`config.mk`:
```
export PLATFORM = sky130hd
export DESIGN_NAME = clk_lane_tx_top
export DESIGN_NICKNAME = d
export VERILOG_FILES = /design/src/source/clk_lane_pkg.sv /design/src/source/clk_lane_tx_top.sv /design/src/source/hs_clk_fsm.sv /design/src/source/interval_timer.sv /design/src/source/lp_lane_fsm.sv
export SDC_FILE = /design/constraint.sdc
export NUM_CORES = 1
export LEC_CHECK = 0
export BUFFER_PORTS_ARGS = -buffer_cell sky130_fd_sc_hd__clkbuf_2
export CORE_AREA = 2 2 80 82
export DETAILED_ROUTE_END_ITERATION = 8
export DIE_AREA = 0 0 82 84
export PLACE_DENSITY = 0.84
export SLEW_MARGIN = 20
export SYNTH_ARGS = -nofsm -noshare
export SYNTH_HDL_FRONTEND = slang
export SYNTH_SLANG_ARGS = --single-unit
export TNS_END_PERCENT = 1
```
`constraint.sdc`:
```
create_clock -name txddrclkhs_q -period 5.46 [get_ports txddrclkhs_q]
set_clock_uncertainty 0.05 [all_clocks]
set_input_delay 0.273 -clock txddrclkhs_q [delete_from_list [all_inputs] [get_ports txddrclkhs_q]]
set_output_delay 0.273 -clock txddrclkhs_q [all_outputs]
set_load 0.01 [all_outputs]
```
`src/source/clk_lane_pkg.sv`:
```
/* Interval constants, count types and the LP line / state encodings
   shared by the D-PHY clock-lane transmitter */

package clk_lane_pkg;

  // **********************************************************************
  // Interval constants, in txddrclkhs_q cycles
  // **********************************************************************
  localparam int DDR_CNT_SCALE   = 4;    // Every lane count is in units of four cycles
  localparam int CLK_PRE_CYCLES  = 8;    // HS clock toggles seen before sot rises
  localparam int CLK_POST_CYCLES = 32;   // Rising eot to the earliest trail start

  // Count types
  typedef logic [7:0] lane_cnt_t;        // Raw count as it arrives on cln_cnt_*
  typedef logic [9:0] cycle_cnt_t;       // Scaled count, up to 4 x 255

  // **********************************************************************
  // Encodings
  // **********************************************************************
  // LP line pair, P line in the upper bit
  typedef enum logic [1:0] {
    LP_00 = 2'b00,                       // Bridge / ULPS
    LP_01 = 2'b01,                       // HS request
    LP_10 = 2'b10,                       // ULPS request, Mark-1
    LP_11 = 2'b11                        // Stop
  } lp_line_e;

  // Low-power lane control
  typedef enum logic [2:0] {
    LP_STOP      = 3'd0,
    LP_HS_RQST   = 3'd1,                 // LP-01 for the LPX count
    LP_HS_PRPR   = 3'd2,                 // LP-00 for the prepare count
    LP_HS_ACTIVE = 3'd3,                 // HS driver owns the lane
    LP_HS_EXIT   = 3'd4,                 // LP-11 for the exit count
    LP_ULPS_RQST = 3'd5,
    LP_ULPS      = 3'd6,
    LP_ULPS_EXIT = 3'd7
  } lp_state_e;

  // High-speed clock generation
  typedef enum logic [1:0] {
    HS_IDLE   = 2'd0,
    HS_ZERO   = 2'd1,                    // Differential zero before toggling
    HS_TOGGLE = 2'd2,                    // Clock running
    HS_TRAIL  = 2'd3                     // Zero again before LP takes over
  } hs_state_e;

endpackage

```
`src/source/clk_lane_tx_top.sv`:
```
/* D-PHY clock-lane transmitter top, LP and HS state machines */
`timescale 1ns/100ps

module clk_lane_tx_top
  import clk_lane_pkg::*;
(
  input  logic       txddrclkhs_q,       // HS quadrature clock
  input  logic       txddr_q_rst_n,      // Sync reset, active high
  input  logic       txrequesths_clk,    // PPI HS clock request
  input  logic       txulpsclk,          // PPI ULPS request
  input  logic       txulpsexit_clk,     // PPI ULPS exit
  input  logic       eot,                // From the data lanes
  input  lane_cnt_t  cln_cnt_lpx,
  input  lane_cnt_t  cln_cnt_hs_prep,
  input  lane_cnt_t  cln_cnt_hs_zero,
  input  lane_cnt_t  cln_cnt_hs_trail,
  input  lane_cnt_t  cln_cnt_hs_exit,
  output logic       lp_tx_cp_clk,       // LP line P
  output logic       lp_tx_cn_clk,       // LP line N
  output logic       hs_tx_cp_clk,       // HS clock
  output logic       lp_tx_cntrl_clk,    // LP driver enable
  output logic       hs_tx_cntrl_clk,    // HS driver enable
  output logic       ulpsactivenot_clk,
  output logic       stopstate_clk,
  output logic       sot                 // To the data lanes
);

  logic hs_start;                        // LP to HS handover
  logic hs_done;                         // HS to LP, trail over

  // **********************************************************************
  // LP sequencing
  // **********************************************************************
  lp_lane_fsm lp_lane_fsm_i (
    .txddrclkhs_q      (txddrclkhs_q),
    .txddr_q_rst_n     (txddr_q_rst_n),
    .txrequesths_clk   (txrequesths_clk),
    .txulpsclk         (txulpsclk),
    .txulpsexit_clk    (txulpsexit_clk),
    .cln_cnt_lpx       (cln_cnt_lpx),
    .cln_cnt_hs_prep   (cln_cnt_hs_prep),
    .cln_cnt_hs_exit   (cln_cnt_hs_exit),
    .hs_done           (hs_done),
    .lp_tx_cp_clk      (lp_tx_cp_clk),
    .lp_tx_cn_clk      (lp_tx_cn_clk),
    .lp_tx_cntrl_clk   (lp_tx_cntrl_clk),
    .hs_tx_cntrl_clk   (hs_tx_cntrl_clk),
    .stopstate_clk     (stopstate_clk),
    .ulpsactivenot_clk (ulpsactivenot_clk),
    .hs_start          (hs_start)
  );

  // **********************************************************************
  // HS clock generation
  // **********************************************************************
  hs_clk_fsm hs_clk_fsm_i (
    .txddrclkhs_q     (txddrclkhs_q),
    .txddr_q_rst_n    (txddr_q_rst_n),
    .hs_start         (hs_start),
    .txrequesths_clk  (txrequesths_clk),
    .eot              (eot),
    .cln_cnt_hs_zero  (cln_cnt_hs_zero),
    .cln_cnt_hs_trail (cln_cnt_hs_trail),
    .hs_tx_cp_clk     (hs_tx_cp_clk),
    .sot              (sot),
    .hs_done          (hs_done)
  );

endmodule

```
`src/source/hs_clk_fsm.sv`:
```
/* High-speed side of the clock lane: HS-zero, clock toggling, sot,
   post interval after eot and HS-trail */
`timescale 1ns/100ps

module hs_clk_fsm
  import clk_lane_pkg::*;
(
  input  logic       txddrclkhs_q,       // HS quadrature clock
  input  logic       txddr_q_rst_n,      // Sync reset, active high
  input  logic       hs_start,           // LP side has handed over the lane
  input  logic       txrequesths_clk,    // PPI HS clock request
  input  logic       eot,                // End of transmission from the data lanes
  input  lane_cnt_t  cln_cnt_hs_zero,    // HS-zero length
  input  lane_cnt_t  cln_cnt_hs_trail,   // HS-trail length
  output logic       hs_tx_cp_clk,       // HS clock to the transceiver
  output logic       sot,                // Start of transmission to the data lanes
  output logic       hs_done             // End of trail, one cycle
);

  hs_state_e  hs_state;
  hs_state_e  hs_state_nxt;
  logic       timer_start;
  lane_cnt_t  timer_load;
  logic       timer_done;
  logic       eot_q;                     // eot delayed for edge detect
  logic       eot_rise;
  logic       post_armed;                // eot seen, post interval running
  cycle_cnt_t post_cnt;
  logic       post_ok;                   // Post interval over
  cycle_cnt_t pre_cnt;                   // Toggle cycles before sot

  // **********************************************************************
  // HS-zero / trail timer
  // **********************************************************************
  interval_timer hs_timer_i (
    .txddrclkhs_q  (txddrclkhs_q),
    .txddr_q_rst_n (txddr_q_rst_n),
    .timer_start   (timer_start),
    .timer_load    (timer_load),
    .timer_done    (timer_done)
  );

  // **********************************************************************
  // Next state
  // **********************************************************************
  always_comb
  begin
    hs_state_nxt = hs_state;
    timer_start  = 1'b0;
    timer_load   = '0;
    case (hs_state)
      HS_IDLE:
      begin
        if (hs_start)
        begin
          hs_state_nxt = HS_ZERO;
          timer_start  = 1'b1;
          timer_load   = cln_cnt_hs_zero;
        end
      end
      HS_ZERO:
      begin
        if (timer_done)
          hs_state_nxt = HS_TOGGLE;
      end
      HS_TOGGLE:
      begin
        if (post_ok && !txrequesths_clk) // Later of post interval and request low
        begin
          hs_state_nxt = HS_TRAIL;
          timer_start  = 1'b1;
          timer_load   = cln_cnt_hs_trail;
        end
      end
      HS_TRAIL:
      begin
        if (timer_done)
          hs_state_nxt = HS_IDLE;
      end
      default: hs_state_nxt = HS_IDLE;
    endcase
  end

  assign hs_done  = (hs_state == HS_TRAIL) && timer_done;
  assign eot_rise = eot && !eot_q;
  assign post_ok  = post_armed && (post_cnt == '0);

  // **********************************************************************
  // Post interval after rising eot
  // **********************************************************************
  // Loaded two short so post_ok is up in the cycle that decides trail
  always_ff @(posedge txddrclkhs_q)
  begin
    if (txddr_q_rst_n)
    begin
      eot_q      <= 1'b0;
      post_armed <= 1'b0;
      post_cnt   <= '0;
    end
    else
    begin
      eot_q <= eot;
      if (eot_rise)
      begin
        post_armed <= 1'b1;
        post_cnt   <= cycle_cnt_t'(CLK_POST_CYCLES - 2);
      end
      else if (hs_state_nxt == HS_TRAIL)
        post_armed <= 1'b0;              // Used up by this burst
      else if (post_cnt != '0)
        post_cnt <= post_cnt - 1'b1;
    end
  end

  // **********************************************************************
  // State, HS clock and sot
  // **********************************************************************
  always_ff @(posedge txddrclkhs_q)
  begin
    if (txddr_q_rst_n)
    begin
      hs_state     <= HS_IDLE;
      hs_tx_cp_clk <= 1'b0;
      sot          <= 1'b0;
      pre_cnt      <= '0;
    end
    else
    begin
      hs_state     <= hs_state_nxt;
      // First toggle drives a one, zero and trail hold the line low
      hs_tx_cp_clk <= (hs_state_nxt == HS_TOGGLE) ? !hs_tx_cp_clk : 1'b0;
      if (hs_state != HS_TOGGLE)
        pre_cnt <= '0;
      else if (!sot)
        pre_cnt <= pre_cnt + 1'b1;
      sot <= (hs_state_nxt == HS_TOGGLE) &&
             (sot || (hs_state == HS_TOGGLE &&
                      pre_cnt == cycle_cnt_t'(CLK_PRE_CYCLES - 1)));
    end
  end

  // sot only while the clock runs
  a_sot_toggle : assert property (@(posedge txddrclkhs_q) disable iff (txddr_q_rst_n)
    sot |-> (hs_state == HS_TOGGLE))
    else $error("hs_clk_fsm: sot high outside HS_TOGGLE");

endmodule

```
`src/source/interval_timer.sv`:
```
/* Loadable interval timer, scales a lane count by four and
   flags the last cycle of the interval */
`timescale 1ns/100ps

module interval_timer
  import clk_lane_pkg::*;
(
  input  logic       txddrclkhs_q,     // HS quadrature clock
  input  logic       txddr_q_rst_n,    // Sync reset, active high
  input  logic       timer_start,      // One-cycle load strobe
  input  lane_cnt_t  timer_load,       // Interval in lane units
  output logic       timer_done        // Last cycle of the interval
);

  cycle_cnt_t scaled_load;             // Interval length in cycles
  cycle_cnt_t remain_cnt;              // Cycles left, zero when idle

  // Zero load still gives a one-cycle interval
  assign scaled_load = (timer_load == '0) ? cycle_cnt_t'(1)
                                          : cycle_cnt_t'(DDR_CNT_SCALE * timer_load);

  // **********************************************************************
  // Down-counter
  // **********************************************************************
  always_ff @(posedge txddrclkhs_q)
  begin
    if (txddr_q_rst_n)
    begin
      remain_cnt <= '0;
    end
    else if (timer_start)                 // Restart wins over a running count
    begin
      remain_cnt <= scaled_load;
    end
    else if (remain_cnt != '0)
    begin
      remain_cnt <= remain_cnt - 1'b1;
    end
  end

  // Count of one marks the final cycle, so done lands N cycles after start
  assign timer_done = (remain_cnt == cycle_cnt_t'(1));

  // Done is a single-cycle flag unless the owner reloads in that cycle
  a_done_single : assert property (@(posedge txddrclkhs_q) disable iff (txddr_q_rst_n)
    (timer_done && !timer_start) |=> !timer_done)
    else $error("interval_timer: timer_done held for two cycles");

endmodule

```
`src/source/lp_lane_fsm.sv`:
```
/* Low-power side of the clock lane: stop, HS request / prepare / exit
   sequencing and ULPS entry / exit, with the registered LP line drive */
`timescale 1ns/100ps

module lp_lane_fsm
  import clk_lane_pkg::*;
(
  input  logic       txddrclkhs_q,       // HS quadrature clock
  input  logic       txddr_q_rst_n,      // Sync reset, active high
  input  logic       txrequesths_clk,    // PPI HS clock request
  input  logic       txulpsclk,          // PPI ULPS request
  input  logic       txulpsexit_clk,     // PPI ULPS exit
  input  lane_cnt_t  cln_cnt_lpx,        // LP-01 length
  input  lane_cnt_t  cln_cnt_hs_prep,    // LP-00 prepare length
  input  lane_cnt_t  cln_cnt_hs_exit,    // LP-11 length after trail
  input  logic       hs_done,            // End of trail from the HS side
  output logic       lp_tx_cp_clk,       // LP driver, P line
  output logic       lp_tx_cn_clk,       // LP driver, N line
  output logic       lp_tx_cntrl_clk,    // LP driver enable
  output logic       hs_tx_cntrl_clk,    // HS driver enable
  output logic       stopstate_clk,      // Lane in LP-11
  output logic       ulpsactivenot_clk,  // Low while in ULPS
  output logic       hs_start            // HS side may run
);

  lp_state_e  lp_state;
  lp_state_e  lp_state_nxt;
  lp_line_e   line_nxt;                  // Line pair value for the next state
  logic       timer_start;
  lane_cnt_t  timer_load;
  logic       timer_done;

  // **********************************************************************
  // Request / prepare / exit interval timer
  // **********************************************************************
  interval_timer lp_timer_i (
    .txddrclkhs_q  (txddrclkhs_q),
    .txddr_q_rst_n (txddr_q_rst_n),
    .timer_start   (timer_start),
    .timer_load    (timer_load),
    .timer_done    (timer_done)
  );

  // **********************************************************************
  // Next state
  // **********************************************************************
  // Timer is started in the cycle that moves into a timed state
  always_comb
  begin
    lp_state_nxt = lp_state;
    timer_start  = 1'b0;
    timer_load   = '0;
    case (lp_state)
      LP_STOP:
      begin
        if (txrequesths_clk)             // HS request has priority over ULPS
        begin
          lp_state_nxt = LP_HS_RQST;
          timer_start  = 1'b1;
          timer_load   = cln_cnt_lpx;
        end
        else if (txulpsclk)
        begin
          lp_state_nxt = LP_ULPS_RQST;
        end
      end
      LP_HS_RQST:
      begin
        if (timer_done)
        begin
          lp_state_nxt = LP_HS_PRPR;
          timer_start  = 1'b1;
          timer_load   = cln_cnt_hs_prep;
        end
      end
      LP_HS_PRPR:
      begin
        if (timer_done)
          lp_state_nxt = LP_HS_ACTIVE;   // Hand over to the HS side
      end
      LP_HS_ACTIVE:
      begin
        if (hs_done)                     // Trail finished
        begin
          lp_state_nxt = LP_HS_EXIT;
          timer_start  = 1'b1;
          timer_load   = cln_cnt_hs_exit;
        end
      end
      LP_HS_EXIT:
      begin
        if (timer_done)
          lp_state_nxt = LP_STOP;
      end
      LP_ULPS_RQST: lp_state_nxt = LP_ULPS;   // LP-10 for a single cycle
      LP_ULPS:
      begin
        if (txulpsexit_clk || !txulpsclk)
          lp_state_nxt = LP_ULPS_EXIT;
      end
      LP_ULPS_EXIT:
      begin
        if (!txulpsclk)                  // Mark-1 held until the request drops
          lp_state_nxt = LP_STOP;
      end
      default: lp_state_nxt = LP_STOP;
    endcase
  end

  // Line pair per state
  always_comb
  begin
    case (lp_state_nxt)
      LP_HS_RQST:                 line_nxt = LP_01;
      LP_HS_PRPR, LP_HS_ACTIVE:   line_nxt = LP_00;
      LP_ULPS:                    line_nxt = LP_00;
      LP_ULPS_RQST, LP_ULPS_EXIT: line_nxt = LP_10;
      default:                    line_nxt = LP_11;   // Stop and HS exit
    endcase
  end

  // Decoded from the next state so the HS side lines up with hs_tx_cntrl_clk
  assign hs_start = (lp_state_nxt == LP_HS_ACTIVE);

  // **********************************************************************
  // State and output registers
  // **********************************************************************
  always_ff @(posedge txddrclkhs_q)
  begin
    if (txddr_q_rst_n)
    begin
      lp_state          <= LP_STOP;
      lp_tx_cp_clk      <= 1'b1;         // LP-11
      lp_tx_cn_clk      <= 1'b1;
      lp_tx_cntrl_clk   <= 1'b1;
      hs_tx_cntrl_clk   <= 1'b0;
      stopstate_clk     <= 1'b1;
      ulpsactivenot_clk <= 1'b1;
    end
    else
    begin
      lp_state          <= lp_state_nxt;
      {lp_tx_cp_clk, lp_tx_cn_clk} <= line_nxt;
      lp_tx_cntrl_clk   <= (lp_state_nxt != LP_HS_ACTIVE);
      hs_tx_cntrl_clk   <= (lp_state_nxt == LP_HS_ACTIVE);
      stopstate_clk     <= (line_nxt == LP_11);
      ulpsactivenot_clk <= (lp_state_nxt != LP_ULPS);
    end
  end

  // Both drivers must never be enabled together
  a_drv_excl : assert property (@(posedge txddrclkhs_q) disable iff (txddr_q_rst_n)
    !(hs_tx_cntrl_clk && lp_tx_cntrl_clk))
    else $error("lp_lane_fsm: HS and LP drivers enabled together");

  // ULPS only after the LP-10 request cycle
  a_ulps_entry : assert property (@(posedge txddrclkhs_q) disable iff (txddr_q_rst_n)
    (lp_state == LP_ULPS) && ($past(lp_state) != LP_ULPS)
      |-> ($past(lp_state) == LP_ULPS_RQST))
    else $error("lp_lane_fsm: ULPS entered without request");

endmodule

```
==> flow_summary.toml, run 1 <==
[global_route]
grt_max_degree = 34
met3_usage_pct = 4.22
use_met2_pct = 33.2
grt_usage_pct = 21.5
grt_pass1_wl_um = 11900
grt_use_met1_pct = 29.2
grt.busiest_layer = "met2"
grt-ovfl-total = 0
first_global_vias = 2690
antenna_found_initial = 0

[critical_path]
crit_path_start_kind = "flop"
r2r_cells = 5
endpoint_kind = "flop"
arrival_ns = 3.17
required_ns = 5.66
cp_max_fo = 12
path_class = "reg2reg"

[final_layout]
final_area_um2 = 3570
final_util_pct = 58.6
nets = 466
multi_input_area_um2 = 1980
drive_gt1_share_pct = 21.1
seqCellArea_um2 = 1100
antennaDiodeCount = 0
fillerInstances = 552
syn_to_final_growth_pct = 11.2

[placement]
gp_congestion = 0.865
place_hpwl_um = 5270
postPlaceCellArea_um2 = 3490
numPortBuffers = 53

[logic_synthesis]
synth-compound-area-share_pct = 19.8
async_flop_share_pct = 0
synth.avg_cell_area_um2 = 8.79
synthSimpleGateAreaFrac_pct = 30.8
syn_inst = 366
synth.area.mux_share_pct = 0.973
synth-xor-area-share_pct = 6.54
synth_nets = 421
synth_cell_types = 67
yosys_warnings = 0
synth_top_family_by_area = "simple AND/OR/NAND/NOR gates"
ys_ff_latch = 55
syn_area_um2 = 3220
synth_edf_count = 0
yosysSeqAreaShare_pct = 34.2
synth_adder_area_share_pct = 3.50
yosys_most_used_dff = "dfxtp_1"

[clocking]
cts_root_buffer = "clkbuf_8"
cts.clk_slew.worst_paths_ns = 0.10
h-tree-depth = 2
clockBufferDepth = 2
numCtsBuffers = 5
ctsResizeCount = 0
cts_setup_buffers = 0
worst_skew_pair.late_latency_ns = 0.31
cts.sinks = 55
cts_tree = "yes"
cts.hold.buffers_added = 0

[power_and_ir_drop]
leakage_nw = 1.39
p_per_area_nw_per_um2 = 507
p_total_mw = 1.81
max-vdd-ir-drop_mv = 0.317

[sta]
worstMarginPinSlew_ns = 1.10
maxSlewHeadroom_pct = 26.4
hold_ws_ns = 0.137
min_period_ns = 2.98
hold_viol = 0
post-route-period-util_pct = 54.5
tns_ns = 0
final-setup-viol-count = 0
report.final.slew_viol_count = 0
clock.fmax_mhz = 336
rsz0062_at_grt = "no"

[die]
row_count = 29
fp.coreArea_um2 = 6100
die_y_um = 84
pin_count = 54
die_x_um = 82
die-area_um2 = 6890
initial_core_util_pct = 52.8

[detailed_routing]
vias = 2906
wl_per_cell_um = 14.5
ant_nets = 0
post-route-drc-count = 0
drt_iter0_drc = 188
firstDrtPassIters = 4
wl_um = 7090
viasPerCell = 5.94

[min_path]
hold_path.class = "in2reg"
hold_depth = 2

[outcome]
outcome = "complete, no violations"

[run]
max-cap-violations = 0
[logic make-up after synthesis]
group,Yosys count
and+or+nand+nor,158
AOI/OAI and AO/OA,91
DFF,55
buffers and inverters,26
xor gates and xnor gates,24
adders and majority gates,9
muxes,3
[cell type report]
| type | instances | share of cell area (%) |
|---|---|---|
| clock buffer | 6 | 2.03 |
| clock inverter | 2 | 0.350 |
| inverter | 10 | 1.05 |
| multi-input combinational | 285 | 55.4 |
| sequential | 55 | 30.8 |
| tap | 77 | 2.70 |
| timing repair buffer | 54 | 7.63 |
[metal layers]
metal  up-vias  share of wire, %
met2        93                46
met3        15               5.6
met5         -                 0
met1      1322                47
li1       1476                 -
met4         0               1.8
[path summary, 6_finish.rpt]
check | to | slack (ns) | start
setup / recovery | hs_clk_fsm_i.hs_timer_i.remain_cnt[9]$_SDFFE_PP0P_ | 2.48 | hs_clk_fsm_i.hs_state[1]$_SDFF_PP0_
setup reg to reg | hs_clk_fsm_i.hs_timer_i.remain_cnt[9]$_SDFFE_PP0P_ | 2.48 | hs_clk_fsm_i.hs_state[1]$_SDFF_PP0_
hold / removal | hs_clk_fsm_i.eot_q$_SDFF_PP0_ | 0.14 | eot
hold reg to reg | hs_clk_fsm_i.hs_tx_cp_clk$_SDFF_PP0_ | 0.38 | hs_clk_fsm_i.hs_tx_cp_clk$_SDFF_PP0_
[report_power, final]
part | leakage [nW] | switching (mW) | internal, mW
registers | 0.452 | 0.148 | 0.506
clock network | 0.0412 | 0.136 | 0.0901
logic | 0.897 | 0.524 | 0.409
[through the flow]
stage / setup WS, ns / cells
6_report: 2.48 / 489
5_1_grt: 2.32 / 489
4_1_cts: 2.51 / 489
3_5_place_dp: 2.53 / 481
3_3_place_gp: 2.66 / 481
2_1_floorplan: 3.46 / 366
[synthesized netlist by cell type (all sizes together), types with 2 or more instances]
cell type	instances	area [um^2]
dfxtp	55	1100
a21oi	32	171
nand2	27	101
nor2	23	86.3
nand3	19	100
nor4	15	166
or4	13	101
a22oi	12	90.1
nor3	12	82.6
xnor2	12	105
xor2	12	105
clkbuf	11	61.3
inv	10	37.5
ha	9	113
o21ai	8	40.0
nor2b	7	43.8
o31ai	7	52.6
or3	7	43.8
and2	6	37.5
and3	6	37.5
buf	5	33.8
or3b	5	43.8
a211oi	4	35.0
a31oi	4	31.3
a211o	3	27.5
nand4	3	18.8
nor4b	3	26.3
a221oi	2	17.5
a22o	2	17.5
a311o	2	21.3
a31o	2	17.5
mux2i	2	20.0
nand2b	2	12.5
o31a	2	17.5
o41ai	2	17.5
or2	2	12.5
or4bb	2	22.5
[registers in the layout, summed over array words and instances, names as in the netlist]
name,count
hs_clk_fsm_i.eot_q,1
hs_clk_fsm_i.hs_state,2
hs_clk_fsm_i.hs_timer_i.remain_cnt,10
hs_clk_fsm_i.hs_tx_cp_clk,1
hs_clk_fsm_i.post_armed,1
hs_clk_fsm_i.post_cnt,10
hs_clk_fsm_i.pre_cnt,10
hs_clk_fsm_i.sot,1
lp_lane_fsm_i.hs_tx_cntrl_clk,1
lp_lane_fsm_i.lp_state,3
lp_lane_fsm_i.lp_timer_i.remain_cnt,10
lp_lane_fsm_i.lp_tx_cn_clk,1
lp_lane_fsm_i.lp_tx_cntrl_clk,1
lp_lane_fsm_i.lp_tx_cp_clk,1
lp_lane_fsm_i.stopstate_clk,1
lp_lane_fsm_i.ulpsactivenot_clk,1
[layout by cell type, fill, tap and decap left out, types with 4 or more instances in the layout]
master	Yosys	final
nand3_1	18	18
and2_1	6	6
clkbuf_8	2	5
xnor2_1	12	12
nor4_1	9	9
dfxtp_1	55	55
a21oi_1	31	31
nor3_1	10	10
nor4_4	4	4
and3_1	6	6
a22oi_1	12	12
o21ai_0	8	8
nand2_1	27	27
inv_1	10	10
nor2b_1	7	7
xor2_1	12	12
nor2_1	23	23
or4_1	12	12
ha_1	9	9
o31ai_1	7	7
or3_1	7	7
clkbuf_2	0	53
[worst max-delay path: stages, from the launching register on]
cell and delay, ns:
dfxtp_1 0.42, or4bb_1 0.52, nor4_2 0.96, a21oi_1 0.43
a41o_1 0.40, a21oi_1 0.14
Power figures use the tool's default switching activity.
==> run 2, diff against run 1 <==
clock period = 2.9 ns   (was 5.46 ns; I/O delays follow)
==> flow_summary.toml, run 2 (same netlist as run 1, synthesis figures left out) <==
[clocking]
cts.sinks = 55
cts.hold.buffers_added = 0
worst_skew_pair.late_latency_ns = 0.32
cts_setup_buffers = 0
numCtsBuffers = 5
cts_root_buffer = "clkbuf_8"
h-tree-depth = 2
clockBufferDepth = 2
cts_tree = "yes"
ctsResizeCount = 0
cts.clk_slew.worst_paths_ns = 0.11

[sta]
rsz0062_at_grt = "no"
worstMarginPinSlew_ns = 0.806
maxSlewHeadroom_pct = 46.3
post-route-period-util_pct = 81.3
final-setup-viol-count = 0
min_period_ns = 2.36
hold_viol = 0
tns_ns = 0
report.final.slew_viol_count = 0
clock.fmax_mhz = 424

[power_and_ir_drop]
leakage_nw = 1.40
p_int_mw = 1.89
p_per_area_nw_per_um2 = 956
switching_share_pct = 44.9
max-vdd-ir-drop_mv = 0.415
pwr-share-comb_pct = 51.3
p_sw_mw = 1.55
pwr-share-clk_pct = 13.0
seq_power_share_pct = 35.8

[detailed_routing]
wl_per_cell_um = 14.5
ant_nets = 0
firstDrtPassIters = 4
post-route-drc-count = 0
viasPerCell = 5.93
drt_iter0_drc = 180
wl_um = 7110
vias = 2914

[final_layout]
antennaDiodeCount = 0
final_util_pct = 59.0
final_area_um2 = 3600
syn_to_final_growth_pct = 11.9
fillerInstances = 520
drive_gt1_share_pct = 21.7
nets = 468
final_cell_mix = "dfxtp_1 (55), clkbuf_2 (53), a21oi_1 (31)"
final_common_cell = "dfxtp_1"

[critical_path]
cp_max_fo = 12
crit_path_start_kind = "flop"
endpoint_kind = "flop"
r2r_slack_ns = 0.54
path_class = "reg2reg"
arrival_ns = 2.56
required_ns = 3.10

[global_route]
grt_pass1_wl_um = 12000
antenna_found_initial = 0
grt-ovfl-total = 0
grt_usage_pct = 21.4
grt_max_degree = 34
first_global_vias = 2743

[placement]
place_hpwl_um = 5340
postPlaceCellArea_um2 = 3500
gp_congestion = 0.857
numPortBuffers = 53

[die]
die-area_um2 = 6890
fp.coreArea_um2 = 6100
pin_count = 54
die_y_um = 84
die_x_um = 82
initial_core_util_pct = 52.8
row_count = 29

[run]
max-cap-violations = 0

[outcome]
outcome = "complete, no violations"

[min_path]
hold_path.class = "in2reg"
run 2: worst paths after layout:
| kind | startpoint | end | cells past startpoint |
|---|---|---|---|
| max | lp_lane_fsm_i.lp_timer_i.remain_cnt[1]$_SDFFE_PP0P_ | hs_clk_fsm_i.sot$_SDFF_PP0_ | 6 |
| max reg2reg | lp_lane_fsm_i.lp_timer_i.remain_cnt[1]$_SDFFE_PP0P_ | hs_clk_fsm_i.sot$_SDFF_PP0_ | 6 |
| min reg2reg | hs_clk_fsm_i.hs_tx_cp_clk$_SDFF_PP0_ | hs_clk_fsm_i.hs_tx_cp_clk$_SDFF_PP0_ | 1 |
| min | eot | hs_clk_fsm_i.eot_q$_SDFF_PP0_ | 2 |
run 2: area by class of cell:
cell class	instances	area, um^2	share of cell area, %
sequential	55	1100	30.6
clock inverter	3	23.8	0.661
inverter	10	37.5	1.04
multi-input combinational	285	1980	55.1
clock buffer	5	68.8	1.91
timing repair buffer	56	288	8.00
tap	77	96.3	2.68
run 2: per-layer routing:
| metal | share of wire (%) | wire length (um) | vias up | global-route usage (%) |
|---|---|---|---|---|
| met4 | 1.1 | 80 | 0 | 6.36 |
| met3 | 4.8 | 339 | 8 | 4.11 |
| met1 | 46 | 3260 | 1360 | 28.6 |
| li1 | - | - | 1467 | - |
| met5 | 0 | 0 | - | 0 |
| met2 | 48 | 3440 | 79 | 34.6 |
run 2: power by group through the flow:
stage | Clock, mW | Sequential [mW] | Combinational, mW
floorplan | 0 | 1.17 | 1.45
global placement | 0 | 1.22 | 1.69
detailed placement | 0 | 1.24 | 1.73
CTS | 0.456 | 1.22 | 1.75
global route | 0.486 | 1.26 | 1.96
finish | 0.446 | 1.23 | 1.76
run 2: metrics by stage:
stage          power (mW)  instances  hold slack (ns)  worst slack, ns
2_1_floorplan        2.62        366            0.167            0.895
5_1_grt              3.71        491           0.0202            0.404
6_report             3.44        491           0.0118            0.541
3_3_place_gp         2.91        483            0.334            0.700
3_5_place_dp         2.98        483            0.345            0.597
4_1_cts              3.43        491          0.00465            0.575
run 2: worst max-delay path, stage by stage (launching register included):
cell      delay [ns]
dfxtp_1         0.42
inv_1           0.11
ha_1            0.25
a31o_2          0.22
a21oi_1         0.65
nor4bb_1        0.42
nor2b_1         0.16
==> run 3, diff against run 2 <==
CORE_AREA = 2 2 83 85   (was 2 2 80 82)
DIE_AREA = 0 0 85 87   (was 0 0 82 84)
PLACE_DENSITY = 0.83   (was 0.84)
clock period = 2.1 ns   (was 2.9 ns; I/O delays follow)
==> flow_summary.toml, run 3 (same netlist as run 1, synthesis figures left out) <==
[outcome]
outcome = "complete, no violations"

[global_route]
grt_pass1_wl_um = 12800
first_global_vias = 2948
grt-ovfl-total = 0
antenna_found_initial = 0
grt_usage_pct = 21.0
grt_max_degree = 19

[final_layout]
final_area_um2 = 3890
final_common_cell = "dfxtp_1"
fillerInstances = 570
nets = 498
final_cell_mix = "dfxtp_1 (55), clkbuf_2 (53), a21oi_1 (31)"
final_util_pct = 59.3
antennaDiodeCount = 0
syn_to_final_growth_pct = 21.1
drive_gt1_share_pct = 27.7

[sta]
report.final.slew_viol_count = 0
final-setup-viol-count = 0
post-route-period-util_pct = 98.7
worstMarginPinSlew_ns = 0.451
min_period_ns = 2.07
tns_ns = 0
clock.fmax_mhz = 482
rsz0062_at_grt = "yes"
hold_viol = 0
maxSlewHeadroom_pct = 69.5

[critical_path]
crit_path_start_kind = "flop"
endpoint_kind = "flop"
cp_max_fo = 5
slowest_delay_ns = 0.50
path_class = "reg2reg"
cp_cell_sequence = "inv_1 > ha_1 > or3b_2 > or3_4 > nand4_1 > xor2_1 > a21oi_1"
required_ns = 2.25
arrival_ns = 2.22
crit_slowest_cell = "or3b_2"

[die]
die_x_um = 85
die-area_um2 = 7400
pin_count = 54
row_count = 30
die_y_um = 87
fp.coreArea_um2 = 6570
initial_core_util_pct = 49.0

[power_and_ir_drop]
seq_power_share_pct = 30.8
switching_share_pct = 42.4
p_per_area_nw_per_um2 = 1330
max-vdd-ir-drop_mv = 0.622
pwr-share-clk_pct = 11.8
pwr-share-comb_pct = 57.4
p_sw_mw = 2.20
p_int_mw = 2.99
p_total_mw = 5.19
leakage_nw = 1.57

[detailed_routing]
ant_nets = 0
drt_iter0_drc = 189
vias = 3063
wl_per_cell_um = 14.7
viasPerCell = 5.85
wl_um = 7720
post-route-drc-count = 0
firstDrtPassIters = 5

[clocking]
numCtsBuffers = 5
clockBufferDepth = 2
cts_root_buffer = "clkbuf_8"
worst_skew_pair.late_latency_ns = 0.31
cts.clk_slew.worst_paths_ns = 0.10
cts_tree = "yes"
h-tree-depth = 2
cts.sinks = 55

[min_path]
hold_path.class = "in2reg"

[run]
max-cap-violations = 0

[placement]
postPlaceCellArea_um2 = 3700
gp_congestion = 0.902
place_hpwl_um = 5740
numPortBuffers = 53
run 3: layout make-up:
type / count / area (um^2) / area share (%)
Multi-Input combinational cell: 285 / 2030 / 52.2
Timing Repair Buffer: 86 / 527 / 13.5
Clock buffer: 7 / 86.3 / 2.22
Tap cell: 80 / 100 / 2.57
Inverter: 10 / 37.5 / 0.964
Sequential cell: 55 / 1100 / 28.3
Clock inverter: 1 / 8.76 / 0.225
run 3: what timing repair did:
action | CTS | global route
pin swaps | 1 | 7
gates resized for setup | 1 | 12
endpoints found under the setup margin | 1 | 28
buffers inserted | 0 | 0
hold endpoints to repair | 4 | 0
hold buffers | 4 | 0
run 3: through the flow:
stage                     worst slack, ns  hold slack, ns  cells
final                              0.0265          0.0340    524
after global routing              -0.0556          0.0521    524
after CTS                         0.00737          0.0390    524
after detailed placement           0.0123           0.297    512
after global placement             0.0717           0.291    512
after floorplan                    0.0954           0.127    366
run 3: power by group through the flow:
stage / Combinational, mW / Sequential, mW / Clock (mW)
2_1_floorplan: 2.01 / 1.61 / 0
4_1_cts: 2.85 / 1.57 / 0.627
6_report: 2.98 / 1.60 / 0.613
3_3_place_gp: 2.73 / 1.58 / 0
5_1_grt: 3.27 / 1.63 / 0.670
3_5_place_dp: 2.81 / 1.59 / 0
run 3: worst paths after layout:
check	start	cells after the start	slack (ns)	endpoint
setup / recovery	hs_clk_fsm_i.post_cnt[0]$_SDFFE_PP0P_	7	0.03	hs_clk_fsm_i.post_cnt[4]$_SDFFE_PP0P_
hold / removal	cln_cnt_hs_exit[1]	3	0.03	lp_lane_fsm_i.lp_timer_i.remain_cnt[3]$_SDFFE_PP0P_
setup reg to reg	hs_clk_fsm_i.post_cnt[0]$_SDFFE_PP0P_	7	0.03	hs_clk_fsm_i.post_cnt[4]$_SDFFE_PP0P_
hold reg to reg	hs_clk_fsm_i.hs_tx_cp_clk$_SDFF_PP0_	1	0.42	hs_clk_fsm_i.hs_tx_cp_clk$_SDFF_PP0_
run 3: critical path, delay by kind of cell, from the launching register on:
kind,cells,cell delay (ns)
AOI/OAI and AO/OA,1,0.08
adders and majority gates,1,0.16
and+or+nand+nor,3,1.08
buffers and inverters,1,0.09
DFF,1,0.34
xor gates and xnor gates,1,0.17
run 3: layer usage:
| metal | routed length (um) | track usage (%) |
|---|---|---|
| met5 | 0 | 0 |
| met4 | 95 | 6.78 |
| met3 | 444 | 3.32 |
| met2 | 3820 | 37.9 |
| met1 | 3360 | 25.5 |
